### src/rv_ctrl_params.svh
`ifndef RV_CTRL_PARAMS_SVH
`define RV_CTRL_PARAMS_SVH

// datapath widths
`define RV_XLEN 32
`define RV_HALF 16
`define RV_REG_BITS 5
// pc advance per fetched halfword
`define RV_INSTR_STEP 2

// major opcodes, instruction bits 6..2
`define RV_OP_LOAD 5'b00000
`define RV_OP_STORE 5'b01000
`define RV_OP_IMM 5'b00100
`define RV_OP_REG 5'b01100
`define RV_OP_LUI 5'b01101
`define RV_OP_AUIPC 5'b00101
`define RV_OP_JAL 5'b11011
`define RV_OP_JALR 5'b11001
`define RV_OP_BRANCH 5'b11000

// branch funct3 codes
`define RV_F3_BEQ 3'b000
`define RV_F3_BNE 3'b001
`define RV_F3_BLT 3'b100
`define RV_F3_BGE 3'b101
`define RV_F3_BLTU 3'b110
`define RV_F3_BGEU 3'b111

`endif

### src/rv_isa_pkg.sv
`include "rv_ctrl_params.svh"

package rv_isa_pkg;

  // register value or byte address
  typedef logic [`RV_XLEN-1:0] word_t;

  // one memory beat
  typedef logic [`RV_HALF-1:0] half_t;

  // x0..x31
  typedef logic [`RV_REG_BITS-1:0] reg_addr_t;

  // instruction function fields
  typedef logic [2:0] funct3_t;
  typedef logic [6:0] funct7_t;

  // full instruction, fetched as two halves
  typedef logic [31:0] instr_t;

endpackage

### src/rv_ctrl_pkg.sv
package rv_ctrl_pkg;

  // sequencer states
  typedef enum logic [2:0] {
    ST_START,
    ST_FETCH_LO,
    ST_FETCH_HI,
    ST_EXEC,
    // second beat of a word access
    ST_MEM_HI
  } seq_state_t;

  // decoded operation class, picks the execute routine
  typedef enum logic [3:0] {
    OC_ALU_REG,
    OC_ALU_IMM,
    OC_LUI,
    OC_AUIPC,
    OC_JAL,
    OC_JALR,
    OC_BRANCH,
    OC_LOAD_BH,
    OC_LOAD_W,
    OC_STORE_BH,
    OC_STORE_W,
    OC_NOP
  } op_class_t;

  // memory address source
  typedef enum logic [1:0] {AS_PC, AS_LOAD, AS_STORE} addr_sel_t;

  // register write value source
  typedef enum logic [2:0] {WB_ALU, WB_UPPER, WB_UPPER_PC, WB_LOAD, WB_LINK} wb_sel_t;

  // next pc source
  typedef enum logic [1:0] {PS_STEP, PS_JAL, PS_JALR, PS_BRANCH} pc_sel_t;

endpackage

### src/rv_sequencer.sv
`timescale 1ns/1ps

module rv_sequencer (
  input  logic                   clk_i,
  input  logic                   reset_i,
  input  rv_ctrl_pkg::op_class_t op_class_i,
  output logic                   mem_read_o,
  output logic                   mem_write_o,
  output logic                   instr_lo_we_o,
  output logic                   instr_hi_we_o,
  output rv_ctrl_pkg::addr_sel_t addr_sel_o,
  output logic                   upper_half_o,
  output logic                   load_latch_o,
  output logic                   reg_write_o,
  output rv_ctrl_pkg::wb_sel_t   wb_sel_o,
  output rv_ctrl_pkg::pc_sel_t   pc_sel_o,
  output logic                   pc_write_req_o,
  output logic                   branch_en_o,
  output logic                   alu_imm_o
);

  rv_ctrl_pkg::seq_state_t state_q;
  rv_ctrl_pkg::seq_state_t state_d;
  // word loads and stores need a second memory beat
  logic                    wide_access;

  assign wide_access = (op_class_i == rv_ctrl_pkg::OC_LOAD_W) ||
                       (op_class_i == rv_ctrl_pkg::OC_STORE_W);

  always_comb begin
    case (state_q)
      rv_ctrl_pkg::ST_FETCH_LO: state_d = rv_ctrl_pkg::ST_FETCH_HI;
      rv_ctrl_pkg::ST_FETCH_HI: state_d = rv_ctrl_pkg::ST_EXEC;
      rv_ctrl_pkg::ST_EXEC: begin
        state_d = wide_access ? rv_ctrl_pkg::ST_MEM_HI : rv_ctrl_pkg::ST_FETCH_LO;
      end
      // start and mem_hi both go back to fetch
      default: state_d = rv_ctrl_pkg::ST_FETCH_LO;
    endcase
  end

  always_ff @(posedge clk_i) begin
    if (reset_i) begin
      state_q <= rv_ctrl_pkg::ST_START;
    end else begin
      state_q <= state_d;
    end
  end

  // strobes from state and op class
  always_comb begin
    mem_read_o     = 1'b0;
    mem_write_o    = 1'b0;
    instr_lo_we_o  = 1'b0;
    instr_hi_we_o  = 1'b0;
    addr_sel_o     = rv_ctrl_pkg::AS_PC;
    upper_half_o   = 1'b0;
    load_latch_o   = 1'b0;
    reg_write_o    = 1'b0;
    wb_sel_o       = rv_ctrl_pkg::WB_ALU;
    pc_sel_o       = rv_ctrl_pkg::PS_STEP;
    pc_write_req_o = 1'b0;
    branch_en_o    = 1'b0;
    alu_imm_o      = 1'b0;
    case (state_q)
      rv_ctrl_pkg::ST_FETCH_LO, rv_ctrl_pkg::ST_FETCH_HI: begin
        // read at pc, step pc by one halfword
        mem_read_o     = 1'b1;
        pc_write_req_o = 1'b1;
        instr_lo_we_o  = (state_q == rv_ctrl_pkg::ST_FETCH_LO);
        instr_hi_we_o  = (state_q == rv_ctrl_pkg::ST_FETCH_HI);
      end
      rv_ctrl_pkg::ST_EXEC: begin
        case (op_class_i)
          rv_ctrl_pkg::OC_ALU_REG: reg_write_o = 1'b1;
          rv_ctrl_pkg::OC_ALU_IMM: begin
            reg_write_o = 1'b1;
            alu_imm_o   = 1'b1;
          end
          rv_ctrl_pkg::OC_LUI: begin
            reg_write_o = 1'b1;
            wb_sel_o    = rv_ctrl_pkg::WB_UPPER;
          end
          rv_ctrl_pkg::OC_AUIPC: begin
            reg_write_o = 1'b1;
            wb_sel_o    = rv_ctrl_pkg::WB_UPPER_PC;
          end
          rv_ctrl_pkg::OC_JAL, rv_ctrl_pkg::OC_JALR: begin
            // link and jump in one cycle
            reg_write_o    = 1'b1;
            wb_sel_o       = rv_ctrl_pkg::WB_LINK;
            pc_write_req_o = 1'b1;
            pc_sel_o       = (op_class_i == rv_ctrl_pkg::OC_JAL) ?
                             rv_ctrl_pkg::PS_JAL : rv_ctrl_pkg::PS_JALR;
          end
          rv_ctrl_pkg::OC_BRANCH: begin
            // pc write decided by the flags
            pc_sel_o    = rv_ctrl_pkg::PS_BRANCH;
            branch_en_o = 1'b1;
          end
          rv_ctrl_pkg::OC_LOAD_BH: begin
            mem_read_o  = 1'b1;
            addr_sel_o  = rv_ctrl_pkg::AS_LOAD;
            reg_write_o = 1'b1;
            wb_sel_o    = rv_ctrl_pkg::WB_LOAD;
          end
          rv_ctrl_pkg::OC_LOAD_W: begin
            // low half held until the upper beat
            mem_read_o   = 1'b1;
            addr_sel_o   = rv_ctrl_pkg::AS_LOAD;
            load_latch_o = 1'b1;
          end
          rv_ctrl_pkg::OC_STORE_BH, rv_ctrl_pkg::OC_STORE_W: begin
            mem_write_o = 1'b1;
            addr_sel_o  = rv_ctrl_pkg::AS_STORE;
          end
          // nop, fence, system
          default: ;
        endcase
      end
      rv_ctrl_pkg::ST_MEM_HI: begin
        upper_half_o = 1'b1;
        if (op_class_i == rv_ctrl_pkg::OC_LOAD_W) begin
          mem_read_o  = 1'b1;
          addr_sel_o  = rv_ctrl_pkg::AS_LOAD;
          reg_write_o = 1'b1;
          wb_sel_o    = rv_ctrl_pkg::WB_LOAD;
        end else begin
          mem_write_o = 1'b1;
          addr_sel_o  = rv_ctrl_pkg::AS_STORE;
        end
      end
      // start, all quiet
      default: ;
    endcase
  end

endmodule

### src/rv_instr_reg.sv
`timescale 1ns/1ps
`include "rv_ctrl_params.svh"

module rv_instr_reg (
  input  logic                   clk_i,
  input  logic                   reset_i,
  input  logic                   instr_lo_we_i,
  input  logic                   instr_hi_we_i,
  input  rv_isa_pkg::half_t      mem_rdata_i,
  output rv_ctrl_pkg::op_class_t op_class_o,
  output rv_isa_pkg::reg_addr_t  rs1_addr_o,
  output rv_isa_pkg::reg_addr_t  rs2_addr_o,
  output rv_isa_pkg::reg_addr_t  rd_addr_o,
  output rv_isa_pkg::funct3_t    funct3_o,
  output rv_isa_pkg::funct7_t    funct7_o,
  output rv_isa_pkg::word_t      i_imm_o,
  output rv_isa_pkg::word_t      s_imm_o,
  output rv_isa_pkg::word_t      b_imm_o,
  output rv_isa_pkg::word_t      j_imm_o,
  output rv_isa_pkg::word_t      u_imm_o
);

  rv_isa_pkg::instr_t instr_q;

  // class from the low half alone, size in funct3[1:0]
  function automatic rv_ctrl_pkg::op_class_t decode_class(input rv_isa_pkg::half_t lo);
    logic [4:0]             opcode;
    logic                   word_size;
    rv_ctrl_pkg::op_class_t oc;
    opcode    = lo[6:2];
    word_size = (lo[13:12] == 2'b10);
    case (opcode)
      `RV_OP_REG:    oc = rv_ctrl_pkg::OC_ALU_REG;
      `RV_OP_IMM:    oc = rv_ctrl_pkg::OC_ALU_IMM;
      `RV_OP_LUI:    oc = rv_ctrl_pkg::OC_LUI;
      `RV_OP_AUIPC:  oc = rv_ctrl_pkg::OC_AUIPC;
      `RV_OP_JAL:    oc = rv_ctrl_pkg::OC_JAL;
      `RV_OP_JALR:   oc = rv_ctrl_pkg::OC_JALR;
      `RV_OP_BRANCH: oc = rv_ctrl_pkg::OC_BRANCH;
      `RV_OP_LOAD:   oc = word_size ? rv_ctrl_pkg::OC_LOAD_W : rv_ctrl_pkg::OC_LOAD_BH;
      `RV_OP_STORE:  oc = word_size ? rv_ctrl_pkg::OC_STORE_W : rv_ctrl_pkg::OC_STORE_BH;
      // fence, system, unknown
      default:       oc = rv_ctrl_pkg::OC_NOP;
    endcase
    return oc;
  endfunction

  always_ff @(posedge clk_i) begin
    if (reset_i) begin
      op_class_o <= rv_ctrl_pkg::OC_NOP;
    end else if (instr_lo_we_i) begin
      op_class_o <= decode_class(mem_rdata_i);
    end
  end

  // instruction halves, one per fetch beat
  always_ff @(posedge clk_i) begin
    if (instr_lo_we_i) begin
      instr_q[15:0] <= mem_rdata_i;
    end
    if (instr_hi_we_i) begin
      instr_q[31:16] <= mem_rdata_i;
    end
  end

  assign rd_addr_o  = instr_q[11:7];
  assign rs1_addr_o = instr_q[19:15];
  assign rs2_addr_o = instr_q[24:20];
  assign funct3_o   = instr_q[14:12];
  assign funct7_o   = instr_q[31:25];

  // all immediates sign-extended from bit 31
  assign i_imm_o = {{(`RV_XLEN-12){instr_q[31]}}, instr_q[31:20]};
  assign s_imm_o = {{(`RV_XLEN-12){instr_q[31]}}, instr_q[31:25], instr_q[11:7]};
  assign b_imm_o = {{(`RV_XLEN-13){instr_q[31]}}, instr_q[31], instr_q[7],
                    instr_q[30:25], instr_q[11:8], 1'b0};
  assign j_imm_o = {{(`RV_XLEN-21){instr_q[31]}}, instr_q[31], instr_q[19:12],
                    instr_q[20], instr_q[30:21], 1'b0};
  assign u_imm_o = {instr_q[31:12], 12'b0};

endmodule

### src/rv_mem_port.sv
`timescale 1ns/1ps
`include "rv_ctrl_params.svh"

module rv_mem_port (
  input  logic                   clk_i,
  input  logic                   reset_i,
  input  rv_ctrl_pkg::addr_sel_t addr_sel_i,
  input  logic                   upper_half_i,
  input  logic                   load_latch_i,
  input  rv_isa_pkg::funct3_t    funct3_i,
  input  rv_isa_pkg::word_t      i_imm_i,
  input  rv_isa_pkg::word_t      s_imm_i,
  input  rv_isa_pkg::word_t      rs1_i,
  input  rv_isa_pkg::word_t      rs2_i,
  input  rv_isa_pkg::word_t      pc_i,
  input  rv_isa_pkg::half_t      mem_rdata_i,
  output rv_isa_pkg::word_t      mem_addr_o,
  output rv_isa_pkg::half_t      mem_wdata_o,
  output rv_isa_pkg::half_t      mem_wmask_o,
  output rv_isa_pkg::word_t      load_data_o
);

  rv_isa_pkg::word_t base_addr;
  rv_isa_pkg::half_t load_lo_q;
  logic              byte_size;
  logic [7:0]        load_byte;

  // funct3[1:0] gives access size
  assign byte_size = (funct3_i[1:0] == 2'b00);

  always_comb begin
    case (addr_sel_i)
      rv_ctrl_pkg::AS_LOAD:  base_addr = rs1_i + i_imm_i;
      rv_ctrl_pkg::AS_STORE: base_addr = rs1_i + s_imm_i;
      default:               base_addr = pc_i;
    endcase
  end

  // second beat of a word sits one halfword up
  assign mem_addr_o = upper_half_i ?
                      base_addr + rv_isa_pkg::word_t'(`RV_INSTR_STEP) : base_addr;

  // store data lanes
  always_comb begin
    if (upper_half_i) begin
      mem_wdata_o = rs2_i[31:16];
    end else if (byte_size) begin
      mem_wdata_o = mem_addr_o[0] ? {rs2_i[7:0], 8'h00} : {8'h00, rs2_i[7:0]};
    end else begin
      mem_wdata_o = rs2_i[15:0];
    end
  end

  // set bits protect the untouched byte
  always_comb begin
    mem_wmask_o = '0;
    if (addr_sel_i == rv_ctrl_pkg::AS_STORE && byte_size) begin
      mem_wmask_o = mem_addr_o[0] ? 16'h00FF : 16'hFF00;
    end
  end

  // lw low half, held for the upper beat
  always_ff @(posedge clk_i) begin
    if (reset_i) begin
      load_lo_q <= '0;
    end else if (load_latch_i) begin
      load_lo_q <= mem_rdata_i;
    end
  end

  assign load_byte = mem_addr_o[0] ? mem_rdata_i[15:8] : mem_rdata_i[7:0];

  // funct3[2] set means zero-extend
  always_comb begin
    case (funct3_i[1:0])
      2'b00: begin
        load_data_o = {{(`RV_XLEN-8){load_byte[7] & ~funct3_i[2]}}, load_byte};
      end
      2'b01: begin
        load_data_o = {{(`RV_XLEN-16){mem_rdata_i[15] & ~funct3_i[2]}}, mem_rdata_i};
      end
      default: load_data_o = {mem_rdata_i, load_lo_q};
    endcase
  end

endmodule

### src/rv_next_pc.sv
`timescale 1ns/1ps
`include "rv_ctrl_params.svh"

module rv_next_pc (
  input  rv_ctrl_pkg::pc_sel_t pc_sel_i,
  input  logic                 pc_write_req_i,
  input  logic                 branch_en_i,
  input  rv_isa_pkg::funct3_t  funct3_i,
  input  rv_isa_pkg::word_t    pc_i,
  input  rv_isa_pkg::word_t    rs1_i,
  input  rv_isa_pkg::word_t    i_imm_i,
  input  rv_isa_pkg::word_t    b_imm_i,
  input  rv_isa_pkg::word_t    j_imm_i,
  input  logic                 alu_equal_i,
  input  logic                 alu_less_i,
  input  logic                 alu_less_signed_i,
  output rv_isa_pkg::word_t    pc_o,
  output logic                 pc_write_o
);

  rv_isa_pkg::word_t instr_addr;
  rv_isa_pkg::word_t jalr_sum;
  logic              taken;

  // pc already two halfwords past the instruction in exec
  assign instr_addr = pc_i - rv_isa_pkg::word_t'(2 * `RV_INSTR_STEP);
  assign jalr_sum   = rs1_i + i_imm_i;

  always_comb begin
    case (pc_sel_i)
      rv_ctrl_pkg::PS_JAL:    pc_o = instr_addr + j_imm_i;
      rv_ctrl_pkg::PS_JALR:   pc_o = {jalr_sum[`RV_XLEN-1:1], 1'b0};
      rv_ctrl_pkg::PS_BRANCH: pc_o = instr_addr + b_imm_i;
      default:                pc_o = pc_i + rv_isa_pkg::word_t'(`RV_INSTR_STEP);
    endcase
  end

  // branch condition from alu flags
  always_comb begin
    case (funct3_i)
      `RV_F3_BEQ:  taken = alu_equal_i;
      `RV_F3_BNE:  taken = ~alu_equal_i;
      `RV_F3_BLT:  taken = alu_less_signed_i;
      `RV_F3_BGE:  taken = ~alu_less_signed_i;
      `RV_F3_BLTU: taken = alu_less_i;
      `RV_F3_BGEU: taken = ~alu_less_i;
      default:     taken = 1'b0;
    endcase
  end

  assign pc_write_o = pc_write_req_i | (branch_en_i & taken);

endmodule

### src/rv_writeback.sv
`timescale 1ns/1ps
`include "rv_ctrl_params.svh"

module rv_writeback (
  input  rv_ctrl_pkg::wb_sel_t wb_sel_i,
  input  logic                 alu_imm_i,
  input  rv_isa_pkg::word_t    u_imm_i,
  input  rv_isa_pkg::word_t    i_imm_i,
  input  rv_isa_pkg::word_t    pc_i,
  input  rv_isa_pkg::word_t    rs2_i,
  input  rv_isa_pkg::word_t    alu_out_i,
  input  rv_isa_pkg::word_t    load_data_i,
  output rv_isa_pkg::word_t    reg_wdata_o,
  output rv_isa_pkg::word_t    alu_operand2_o
);

  rv_isa_pkg::word_t instr_addr;

  // auipc base is the instruction address
  assign instr_addr = pc_i - rv_isa_pkg::word_t'(2 * `RV_INSTR_STEP);

  always_comb begin
    case (wb_sel_i)
      rv_ctrl_pkg::WB_UPPER:    reg_wdata_o = u_imm_i;
      rv_ctrl_pkg::WB_UPPER_PC: reg_wdata_o = u_imm_i + instr_addr;
      rv_ctrl_pkg::WB_LOAD:     reg_wdata_o = load_data_i;
      // return address, pc already stepped past the instruction
      rv_ctrl_pkg::WB_LINK:     reg_wdata_o = pc_i;
      default:                  reg_wdata_o = alu_out_i;
    endcase
  end

  // op-imm uses the sign-extended i-immediate
  assign alu_operand2_o = alu_imm_i ? i_imm_i : rs2_i;

endmodule

### src/rv_ctrl_top.sv
`timescale 1ns/1ps

module rv_ctrl_top (
  input  logic                  clk_i,
  input  logic                  reset_i,
  input  rv_isa_pkg::word_t     pc_i,
  output rv_isa_pkg::word_t     pc_o,
  output logic                  pc_write_o,
  output rv_isa_pkg::word_t     mem_addr_o,
  output logic                  mem_read_o,
  output logic                  mem_write_o,
  output rv_isa_pkg::half_t     mem_wdata_o,
  output rv_isa_pkg::half_t     mem_wmask_o,
  input  rv_isa_pkg::half_t     mem_rdata_i,
  output rv_isa_pkg::reg_addr_t rs1_addr_o,
  output rv_isa_pkg::reg_addr_t rs2_addr_o,
  output rv_isa_pkg::reg_addr_t rd_addr_o,
  output rv_isa_pkg::funct3_t   funct3_o,
  output rv_isa_pkg::funct7_t   funct7_o,
  input  rv_isa_pkg::word_t     rs1_i,
  input  rv_isa_pkg::word_t     rs2_i,
  input  rv_isa_pkg::word_t     alu_out_i,
  output rv_isa_pkg::word_t     alu_operand2_o,
  output logic                  alu_imm_o,
  input  logic                  alu_equal_i,
  input  logic                  alu_less_i,
  input  logic                  alu_less_signed_i,
  output logic                  reg_write_o,
  output rv_isa_pkg::word_t     reg_wdata_o
);

  // sequencer controls
  rv_ctrl_pkg::op_class_t op_class;
  rv_ctrl_pkg::addr_sel_t addr_sel;
  rv_ctrl_pkg::wb_sel_t   wb_sel;
  rv_ctrl_pkg::pc_sel_t   pc_sel;
  logic                   instr_lo_we;
  logic                   instr_hi_we;
  logic                   upper_half;
  logic                   load_latch;
  logic                   pc_write_req;
  logic                   branch_en;
  // decoded immediates
  rv_isa_pkg::word_t      i_imm;
  rv_isa_pkg::word_t      s_imm;
  rv_isa_pkg::word_t      b_imm;
  rv_isa_pkg::word_t      j_imm;
  rv_isa_pkg::word_t      u_imm;
  rv_isa_pkg::word_t      load_data;

  rv_sequencer u_sequencer (
    .clk_i          (clk_i),
    .reset_i        (reset_i),
    .op_class_i     (op_class),
    .mem_read_o     (mem_read_o),
    .mem_write_o    (mem_write_o),
    .instr_lo_we_o  (instr_lo_we),
    .instr_hi_we_o  (instr_hi_we),
    .addr_sel_o     (addr_sel),
    .upper_half_o   (upper_half),
    .load_latch_o   (load_latch),
    .reg_write_o    (reg_write_o),
    .wb_sel_o       (wb_sel),
    .pc_sel_o       (pc_sel),
    .pc_write_req_o (pc_write_req),
    .branch_en_o    (branch_en),
    .alu_imm_o      (alu_imm_o)
  );

  rv_instr_reg u_instr_reg (
    .clk_i         (clk_i),
    .reset_i       (reset_i),
    .instr_lo_we_i (instr_lo_we),
    .instr_hi_we_i (instr_hi_we),
    .mem_rdata_i   (mem_rdata_i),
    .op_class_o    (op_class),
    .rs1_addr_o    (rs1_addr_o),
    .rs2_addr_o    (rs2_addr_o),
    .rd_addr_o     (rd_addr_o),
    .funct3_o      (funct3_o),
    .funct7_o      (funct7_o),
    .i_imm_o       (i_imm),
    .s_imm_o       (s_imm),
    .b_imm_o       (b_imm),
    .j_imm_o       (j_imm),
    .u_imm_o       (u_imm)
  );

  rv_mem_port u_mem_port (
    .clk_i        (clk_i),
    .reset_i      (reset_i),
    .addr_sel_i   (addr_sel),
    .upper_half_i (upper_half),
    .load_latch_i (load_latch),
    .funct3_i     (funct3_o),
    .i_imm_i      (i_imm),
    .s_imm_i      (s_imm),
    .rs1_i        (rs1_i),
    .rs2_i        (rs2_i),
    .pc_i         (pc_i),
    .mem_rdata_i  (mem_rdata_i),
    .mem_addr_o   (mem_addr_o),
    .mem_wdata_o  (mem_wdata_o),
    .mem_wmask_o  (mem_wmask_o),
    .load_data_o  (load_data)
  );

  rv_next_pc u_next_pc (
    .pc_sel_i          (pc_sel),
    .pc_write_req_i    (pc_write_req),
    .branch_en_i       (branch_en),
    .funct3_i          (funct3_o),
    .pc_i              (pc_i),
    .rs1_i             (rs1_i),
    .i_imm_i           (i_imm),
    .b_imm_i           (b_imm),
    .j_imm_i           (j_imm),
    .alu_equal_i       (alu_equal_i),
    .alu_less_i        (alu_less_i),
    .alu_less_signed_i (alu_less_signed_i),
    .pc_o              (pc_o),
    .pc_write_o        (pc_write_o)
  );

  rv_writeback u_writeback (
    .wb_sel_i       (wb_sel),
    .alu_imm_i      (alu_imm_o),
    .u_imm_i        (u_imm),
    .i_imm_i        (i_imm),
    .pc_i           (pc_i),
    .rs2_i          (rs2_i),
    .alu_out_i      (alu_out_i),
    .load_data_i    (load_data),
    .reg_wdata_o    (reg_wdata_o),
    .alu_operand2_o (alu_operand2_o)
  );

endmodule

### config.mk
export PLATFORM = sky130hd
export DESIGN_NAME = rv_ctrl_top
export DESIGN_NICKNAME = d
export VERILOG_FILES = /design/src/rv_isa_pkg.sv /design/src/rv_ctrl_pkg.sv /design/src/rv_sequencer.sv /design/src/rv_instr_reg.sv /design/src/rv_mem_port.sv /design/src/rv_next_pc.sv /design/src/rv_writeback.sv /design/src/rv_ctrl_top.sv
export VERILOG_INCLUDE_DIRS = /design/src
export SDC_FILE = /design/constraint.sdc
export NUM_CORES = 1
export LEC_CHECK = 0
export BUFFER_PORTS_ARGS = -buffer_cell sky130_fd_sc_hd__buf_2
export CAP_MARGIN = 20
export CORE_MARGIN = 4
export CORE_UTILIZATION = 60
export CTS_CLUSTER_DIAMETER = 120
export DETAILED_ROUTE_END_ITERATION = 16
export HOLD_SLACK_MARGIN = 0.02
export MAX_ROUTING_LAYER = met4
export PLACE_DENSITY = 0.93
export SLEW_MARGIN = 20
export SYNTH_ARGS = -nofsm -noshare
export SYNTH_HDL_FRONTEND = slang
export SYNTH_SLANG_ARGS = --single-unit
### constraint.sdc
create_clock -name clk_i -period 16 [get_ports clk_i]
set_input_delay 3.2 -clock clk_i [delete_from_list [all_inputs] [get_ports clk_i]]
set_output_delay 3.2 -clock clk_i [all_outputs]
set_load 0.01 [all_outputs]
==> key figures, run 1 <==
Floorplan
  • Initial Util: 61.6%
  • Core Box Area: 20500 um2
  • Chip width: 153 um
  • I/O pins: 339
  • # rows: 52
  • Die footprint: 23400 um2
  • Die height: 153 um

Clocking
  • TritonCTS clock tree: built
  • CTS resizes: 0
  • Worst-path clk slew: 0.07 ns
  • CTS hold repair buffers: 0
  • Clk sink count: 48
  • Post-CTS setup buffer count: 0
  • Total CTS buffers: 5
  • Root Buffer: clkbuf_16
  • Clock Path Buffers: 2
  • Clk_lat worst skew: 0.30 ns
  • Max H-tree Level: 2

Global routing
  • First-pass GRT wire length: 84.5 mm
  • Initial antenna violation count: 3
  • All-layer global routing usage: 45.6%
  • Global route overflow: 0
  • Vias in the first global route: 15100
  • Largest net degree at the start of global routing: 49

Synth
  • #FFs+latches synth: 48
  • Mapped Cells: 1862
  • Number of distinct library cells after synthesis: 92
  • Number of synthesized flops with an enable pin: 25
  • Synthesized area: 12600 um2
  • Register area share after synthesis: 9.59%
  • Syn_nets: 2110
  • Async S/R FF share, synth: 0%
  • Yosys synthesis warning count: 0
  • Avg Cell Area, Syn: 6.78 um2
  • Top_reg_cell synth: edfxtp_1

Setup path
  • CP startpoint: pc_i[2]
  • Setup crit start kind: input pin
  • Reg2reg end: u_instr_reg.op_class_o[0]$_SDFFE_PP1P_
  • Crit-path max cell delay: 0.51 ns
  • Crit-path slowest cell: or4_1
  • Worst setup EP type: output port
  • Worst Path Buf+Inv: 4
  • Worst R2R Start: u_sequencer.state_q[0]$_SDFF_PP0_
  • Crit-path cells: buf_2, inv_1, ha_1, nand2b_1, or4_1, or3_1, nor3_1, xnor2_1, ha_1, inv_1, fa_1, nor2b_1, o21ai_0, a21oi_1, o211ai_1, a21bo_2, a211oi_1, nor3_1, o21ai_0, nor4b_1, or3_1, buf_2
  • Critical Path AT: 8.23 ns
  • Crit Path Class: in2out
  • Req. time, crit path: 12.80 ns
  • Cell family with the largest share of critical-path delay: simple AND/OR/NAND/NOR gates
  • R2R cell count: 5
  • Worst reg2reg setup slack: 13.74 ns
  • CP Max Fanout: 6
  • CP Depth: 22

STA
  • Final Hold Vio Count: 0
  • Slew Limit Fails: 0
  • Fin crit period: 11.43 ns
  • Final TNS setup: 0 ns
  • Worst clock skew: 0.00461 ns
  • F_max: 87.5 MHz
  • Setup repair after global routing missed its margin: no
  • Post-route clock period utilization: 71.4%
  • Slew headroom: 23.6%
  • # setup viols final: 0
  • Worst-margin pin slew: 1.12 ns

Pwr
  • P_leak: 6.25 nW
  • Pwr dens: 52.3 nW/um2
  • Max IR drop VDD: 0.0749 mV

Detailed routing
  • Antenna-violating nets left: 0
  • WL/cell: 23.6 um
  • Vias per cell: 6.99
  • Routed vias: 16600
  • 1st-iter DRT viols: 2310
  • First-pass DRT Iterations: 6
  • Post-detailed-routing wire length: 56.0 mm
  • DRC viols: 0

Worst hold path
  • Hold EP: u_mem_port.load_lo_q[10]$_SDFFE_PP0P_
  • Hold WC Path Type: reg2reg
  • Hold Path Depth: 2
  • Hold Startpoint: u_mem_port.load_lo_q[10]$_SDFFE_PP0P_

Placed design
  • Post-DP HPWL: 44.3 mm
  • I/O Buffers: 338
  • Placed instance count: 2358
  • Final GP Congestion: 1.11

Outcome
  • Status: completed

Final layout
  • Finished Layout Cells: 2371
  • Fin nets: 2343
  • Syn-to-layout area delta: 14.3%
  • Share of post-route cells with drive strength above 1: 20.3%

Run
  • # Max-Cap Violations: 0
## metrics by stage
| stage | setup WS, ns | area, um2 | power (W) | hold slack, ns | utilization [%] |
|---|---|---|---|---|---|
| finish | 4.57 | 14400 | 0.000755 | 0.458 | 70.5 |
| detailed placement | 4.87 | 14300 | 0.000622 | 0.444 | 69.7 |
| global placement | 5.02 | 14300 | 0.000614 | 0.437 | 69.7 |
| CTS | 4.68 | 14400 | 0.000731 | 0.456 | 70.4 |
| global route | 4.34 | 14400 | 0.000789 | 0.476 | 70.4 |
| floorplan | 5.54 | 12600 | 0.000467 | 0.432 | - |
## cell usage in the layout, fill, tap and decap left out, types with 8 or more instances in the layout
cell type  count
a211oi_1      14
a21o_1        69
a21oi_1      148
a221oi_1      38
a22oi_1       20
a31oi_1       42
and2_1        18
and3_1        21
and4_1         8
buf_2        338
buf_4         25
dfxtp_1       23
edfxtp_1      25
ha_1          95
inv_1         35
mux2i_1       22
nand2_1      253
nand2b_1      19
nand3_1       59
nand3b_1      10
nand4_1       34
nor2_1       167
nor2b_1       20
nor3_1        44
nor3b_1        8
o211ai_1      19
o21a_1        19
o21ai_0      114
o21ai_1       12
o21bai_1       9
o221ai_1      13
o22ai_1        8
or2_2         10
or3_1         20
xnor2_1       89
xor2_1        68
## metal layers
metal	part of all wire [%]	up-vias	global-route usage, %
li1	-	7382	-
met1	39	7643	61.4
met2	41	1309	64.5
met3	15	228	10.3
met4	5.5	0	21.7
met5	0	-	-
## worst max-delay path by stage
stage,slack [ns],endpoint
2_1_floorplan,5.54,pc_o[28]
3_3_place_gp,5.02,pc_o[28]
3_5_place_dp,4.87,reg_wdata_o[30]
4_1_cts,4.68,reg_wdata_o[30]
5_1_grt,4.34,reg_wdata_o[30]
6_report,4.57,reg_wdata_o[30]
## cells by family after synthesis
logic type | count (synthesis) | share of synthesized area, %
AOI/OAI and AO/OA | 622 | 33.3
xor gates and xnor gates | 157 | 10.9
adders and majority gates | 99 | 10.0
buffers and inverters | 176 | 5.82
DFF | 48 | 9.59
muxes | 29 | 2.37
and+or+nand+nor | 731 | 28.0
## flip-flops by register name, indices dropped and copies added (netlist names)
signal                  flops
u_instr_reg.instr_q        25
u_sequencer.state_q         3
u_instr_reg.op_class_o      4
u_mem_port.load_lo_q       16
## worst register-to-register path: cells and delay by family, from the launching register on
family | cells | cell delay, ns
and+or+nand+nor | 3 | 1.55
DFF | 1 | 0.39
AOI/OAI and AO/OA | 2 | 0.21
## cell usage after synthesis, types with 21 or more instances
master    instances  area share [%]
ha_1             95             9.4
a221oi_1         38             2.6
xnor2_1          89             6.2
nor3_1           46             1.8
and3_1           21             1.0
a21o_1           69             4.1
xor2_1           68             4.7
mux2i_1          22             1.7
nand2_1         253             7.5
a21oi_1         148             5.9
inv_1            35             1.0
edfxtp_1         25             5.9
o21ai_0         115             4.6
nand3_1          59             2.3
nand4_1          34             1.7
dfxtp_1          23             3.6
nor2_1          168             5.0
clkbuf_1         97             2.9
a31oi_1          42             2.1
## area by class of cell
class	count	area (um2)
clock buffers	5	125
repair buffers	363	1880
flip-flops and latches	48	1210
well taps	270	338
clock inverters	3	22.5
diodes	5	12.5
multi-input cells	1638	10700
fillers	1794	6050
inverters	39	146
## report_power, final
| part | total [W] | internal, W | switching (W) |
|---|---|---|---|
| Sequential | 0.000153 | 0.000138 | 0.0000146 |
| Clock | 0.000109 | 0.0000586 | 0.0000501 |
| Combinational | 0.000493 | 0.000183 | 0.000311 |
| Total | 0.000755 | 0.000379 | 0.000375 |
No activity file was read; power rests on OpenSTA's default activity.
==> run 2: changes to the inputs <==
- CORE_UTILIZATION: 60 -> 56
- PLACE_DENSITY: 0.93 -> 0.88
- clock period: 16 -> 11.28 ns (I/O delays scaled with it)
==> run 2 against run 1 <==
First-iteration DRC count shrank 7.7%. Sequential power grew 41%. Clock-buffer cell count is the same. Clock power grew 39%. Worst setup slack lost 2.7 ns. Final cell count grew 0.34%. Utilization shrank 4.8 points. Routed wire length grew 1.5%. Via count shrank 0.83%. Highest routed layer unchanged.
==> key figures, run 2 (synthesis results as in run 1) <==
Outcome
  • Status: completed

Setup path
  • CP Max Fanout: 6 (unchanged)
  • Crit-path max cell delay: 0.50 ns (about the same)
  • Crit-path slowest cell: or4_1
  • Critical Path AT: 7.12 ns (-1.11 ns)
  • Cell family with the largest share of critical-path delay: simple AND/OR/NAND/NOR gates
  • Worst Path Buf+Inv: 4 (unchanged)
  • Crit Path Class: in2out
  • Worst setup EP type: output port
  • Req. time, crit path: 9.02 ns (-3.78 ns)
  • Setup crit start kind: input pin
  • Crit-path cells: buf_2, inv_1, ha_1, nand2b_1, or4_1, or3_1, nor3_1, xnor2_1, ha_1, inv_1, fa_1, nor2b_1, o21ai_0, a21oi_1, o211ai_1, a21bo_2, a211oi_1, nor3_1, o21ai_0, nor4b_1, or3_1, buf_2

Placed design
  • Pre-CTS setup slack: 2.00 ns (-2.87 ns)
  • I/O Buffers: 338 (unchanged)
  • Post-DP HPWL: 45.9 mm (+3.7%)
  • Final GP Congestion: 1.05 (-5.3%)

Floorplan
  • I/O pins: 339 (unchanged)
  • # rows: 54 (+3.8%)
  • Die footprint: 25000 um2 (+6.8%)
  • Die height: 158 um (+3.3%)
  • Chip width: 158 um (+3.3%)
  • Core Box Area: 22000 um2 (+7.5%)
  • Initial Util: 57.4% (-4.3 points)

STA
  • Slew Limit Fails: 0 (unchanged)
  • Final Hold Vio Count: 0 (unchanged)
  • Slew headroom: 17.9% (-5.7 points)
  • F_max: 107 MHz
  • Worst-margin pin slew: 1.23 ns (+0.112 ns)
  • Final TNS setup: 0 ns (unchanged)
  • WHS: 0.456 ns (-0.00243 ns)
  • # setup viols final: 0 (unchanged)
  • Setup repair after global routing missed its margin: no
  • Setup WS post-layout: 1.90 ns (-2.67 ns)
  • Post-route clock period utilization: 83.1%
  • Fin crit period: 9.38 ns
  • Worst clock skew: 0.00481 ns (+0.000200 ns)

Final layout
  • Syn-to-layout area delta: 14.4% (about the same)
  • Max FFs per register: 25 (unchanged)
  • Top reg by flops: u_instr_reg.instr_q
  • Commonest non-fill, non-tap cells in the layout: buf_2, nand2_1, nor2_1, a21oi_1, o21ai_0
  • Fin nets: 2344 (+0.043%)
  • Share of post-route cells with drive strength above 1: 20.3% (+0.038 points)
  • Largest regs: u_instr_reg.instr_q: 25 flops, u_mem_port.load_lo_q: 16 flops, u_instr_reg.op_class_o: 4 flops
  • Leading cell type in the layout, fill and taps excluded: buf_2

Detailed routing
  • Post-detailed-routing wire length: 56.9 mm (+1.5%)
  • Routed vias: 16400 (-0.83%)
  • 1st-iter DRT viols: 2131 (-7.7%)
  • WL/cell: 23.9 um (+1.2%)
  • First-pass DRT Iterations: 7 (+1)
  • Vias per cell: 6.90 (-1.2%)
  • DRC viols: 0 (unchanged)
  • Antenna-violating nets left: 0 (unchanged)

Run
  • # Max-Cap Violations: 0 (unchanged)

Pwr
  • Pwr dens: 73.9 nW/um2 (+41%)
  • P_leak: 6.26 nW (about the same)
  • Max IR drop VDD: 0.109 mV (+46%)
  • Power, Total: 0.00107 W (+42%)

Global routing
  • First-pass GRT wire length: 85.4 mm (+0.97%)
  • Largest net degree at the start of global routing: 40 (-18%)
  • All-layer global routing usage: 44.4% (-1.2 points)
  • Initial antenna violation count: 2 (-1)
  • Global route overflow: 0 (unchanged)
  • Vias in the first global route: 14900 (-1.1%)

Worst hold path
  • Hold WC Path Type: reg2reg

Clocking
  • Root Buffer: clkbuf_16
  • Max H-tree Level: 2 (unchanged)
  • Total CTS buffers: 5 (unchanged)
  • CTS hold repair buffers: 0 (unchanged)
  • Clock Path Buffers: 2 (unchanged)
  • Clk sink count: 48 (unchanged)
  • Post-CTS setup buffer count: 0 (unchanged)
  • Worst-path clk slew: 0.06 ns (about the same)
  • TritonCTS clock tree: built
  • CTS resizes: 0 (unchanged)
  • Clk_lat worst skew: 0.29 ns (about the same)
## run 2: changes by cell type in the layout (fill, tap and decap cells not counted), sizes merged
cell | previous run | this run
diode | 5 | 2
buf | 363 | 364
clkinv | 5 | 4
inv | 37 | 38
## run 2: final timing paths
check | to | slack [ns] | cells past startpoint | from
setup / recovery | reg_wdata_o[30] | 1.90 | 22 | pc_i[2]
hold / removal | u_mem_port.load_lo_q[15]$_SDFFE_PP0P_ | 0.46 | 2 | u_mem_port.load_lo_q[15]$_SDFFE_PP0P_
setup reg to reg | u_instr_reg.op_class_o[1]$_SDFFE_PP1P_ | 8.95 | 5 | u_sequencer.state_q[0]$_SDFF_PP0_
hold reg to reg | u_mem_port.load_lo_q[15]$_SDFFE_PP0P_ | 0.46 | 2 | u_mem_port.load_lo_q[15]$_SDFFE_PP0P_
## run 2: power breakdown
part	internal, W	switching, W	total [W]
sequential	0.000196	0.0000188	0.000215
combinational	0.000259	0.000444	0.000703
clock	0.0000831	0.0000675	0.000151
## run 2: area by class of cell
type | instances | area, um2
Tap cell | 280 | 350
Multi-Input combinational cell | 1638 | 10700
Timing Repair Buffer | 364 | 1890
Clock inverter | 3 | 21.3
Clock buffer | 5 | 125
Fill cell | 1966 | 7570
Inverter | 39 | 146
Antenna cell | 2 | 5.00
Sequential cell | 48 | 1210
## run 2: through the flow
step	instance area (um2)	utilization [%]	instances
CTS	14500	65.6	2377
finish	14500	65.6	2379
detailed placement	14300	64.9	2369
floorplan	12600	-	1862
global placement	14300	64.9	2369
global route	14500	65.6	2379
## run 2: worst reg2reg max path: cells and delay by family (launching register included)
family / cells / cell delay, ns
DFF: 1 / 0.39
AOI/OAI and AO/OA: 2 / 0.22
and+or+nand+nor: 3 / 1.62
## run 2: metal layers
metal | part of all wire [%] | track usage, % | vias to the layer above | routed length [um]
met2 | 42 | 65.9 | 1314 | 24100
li1 | - | - | 7368 | -
met1 | 39 | 59.2 | 7538 | 22000
met5 | 0 | - | - | 0
met3 | 14 | 7.68 | 205 | 7780
met4 | 5.3 | 19.8 | 0 | 3030
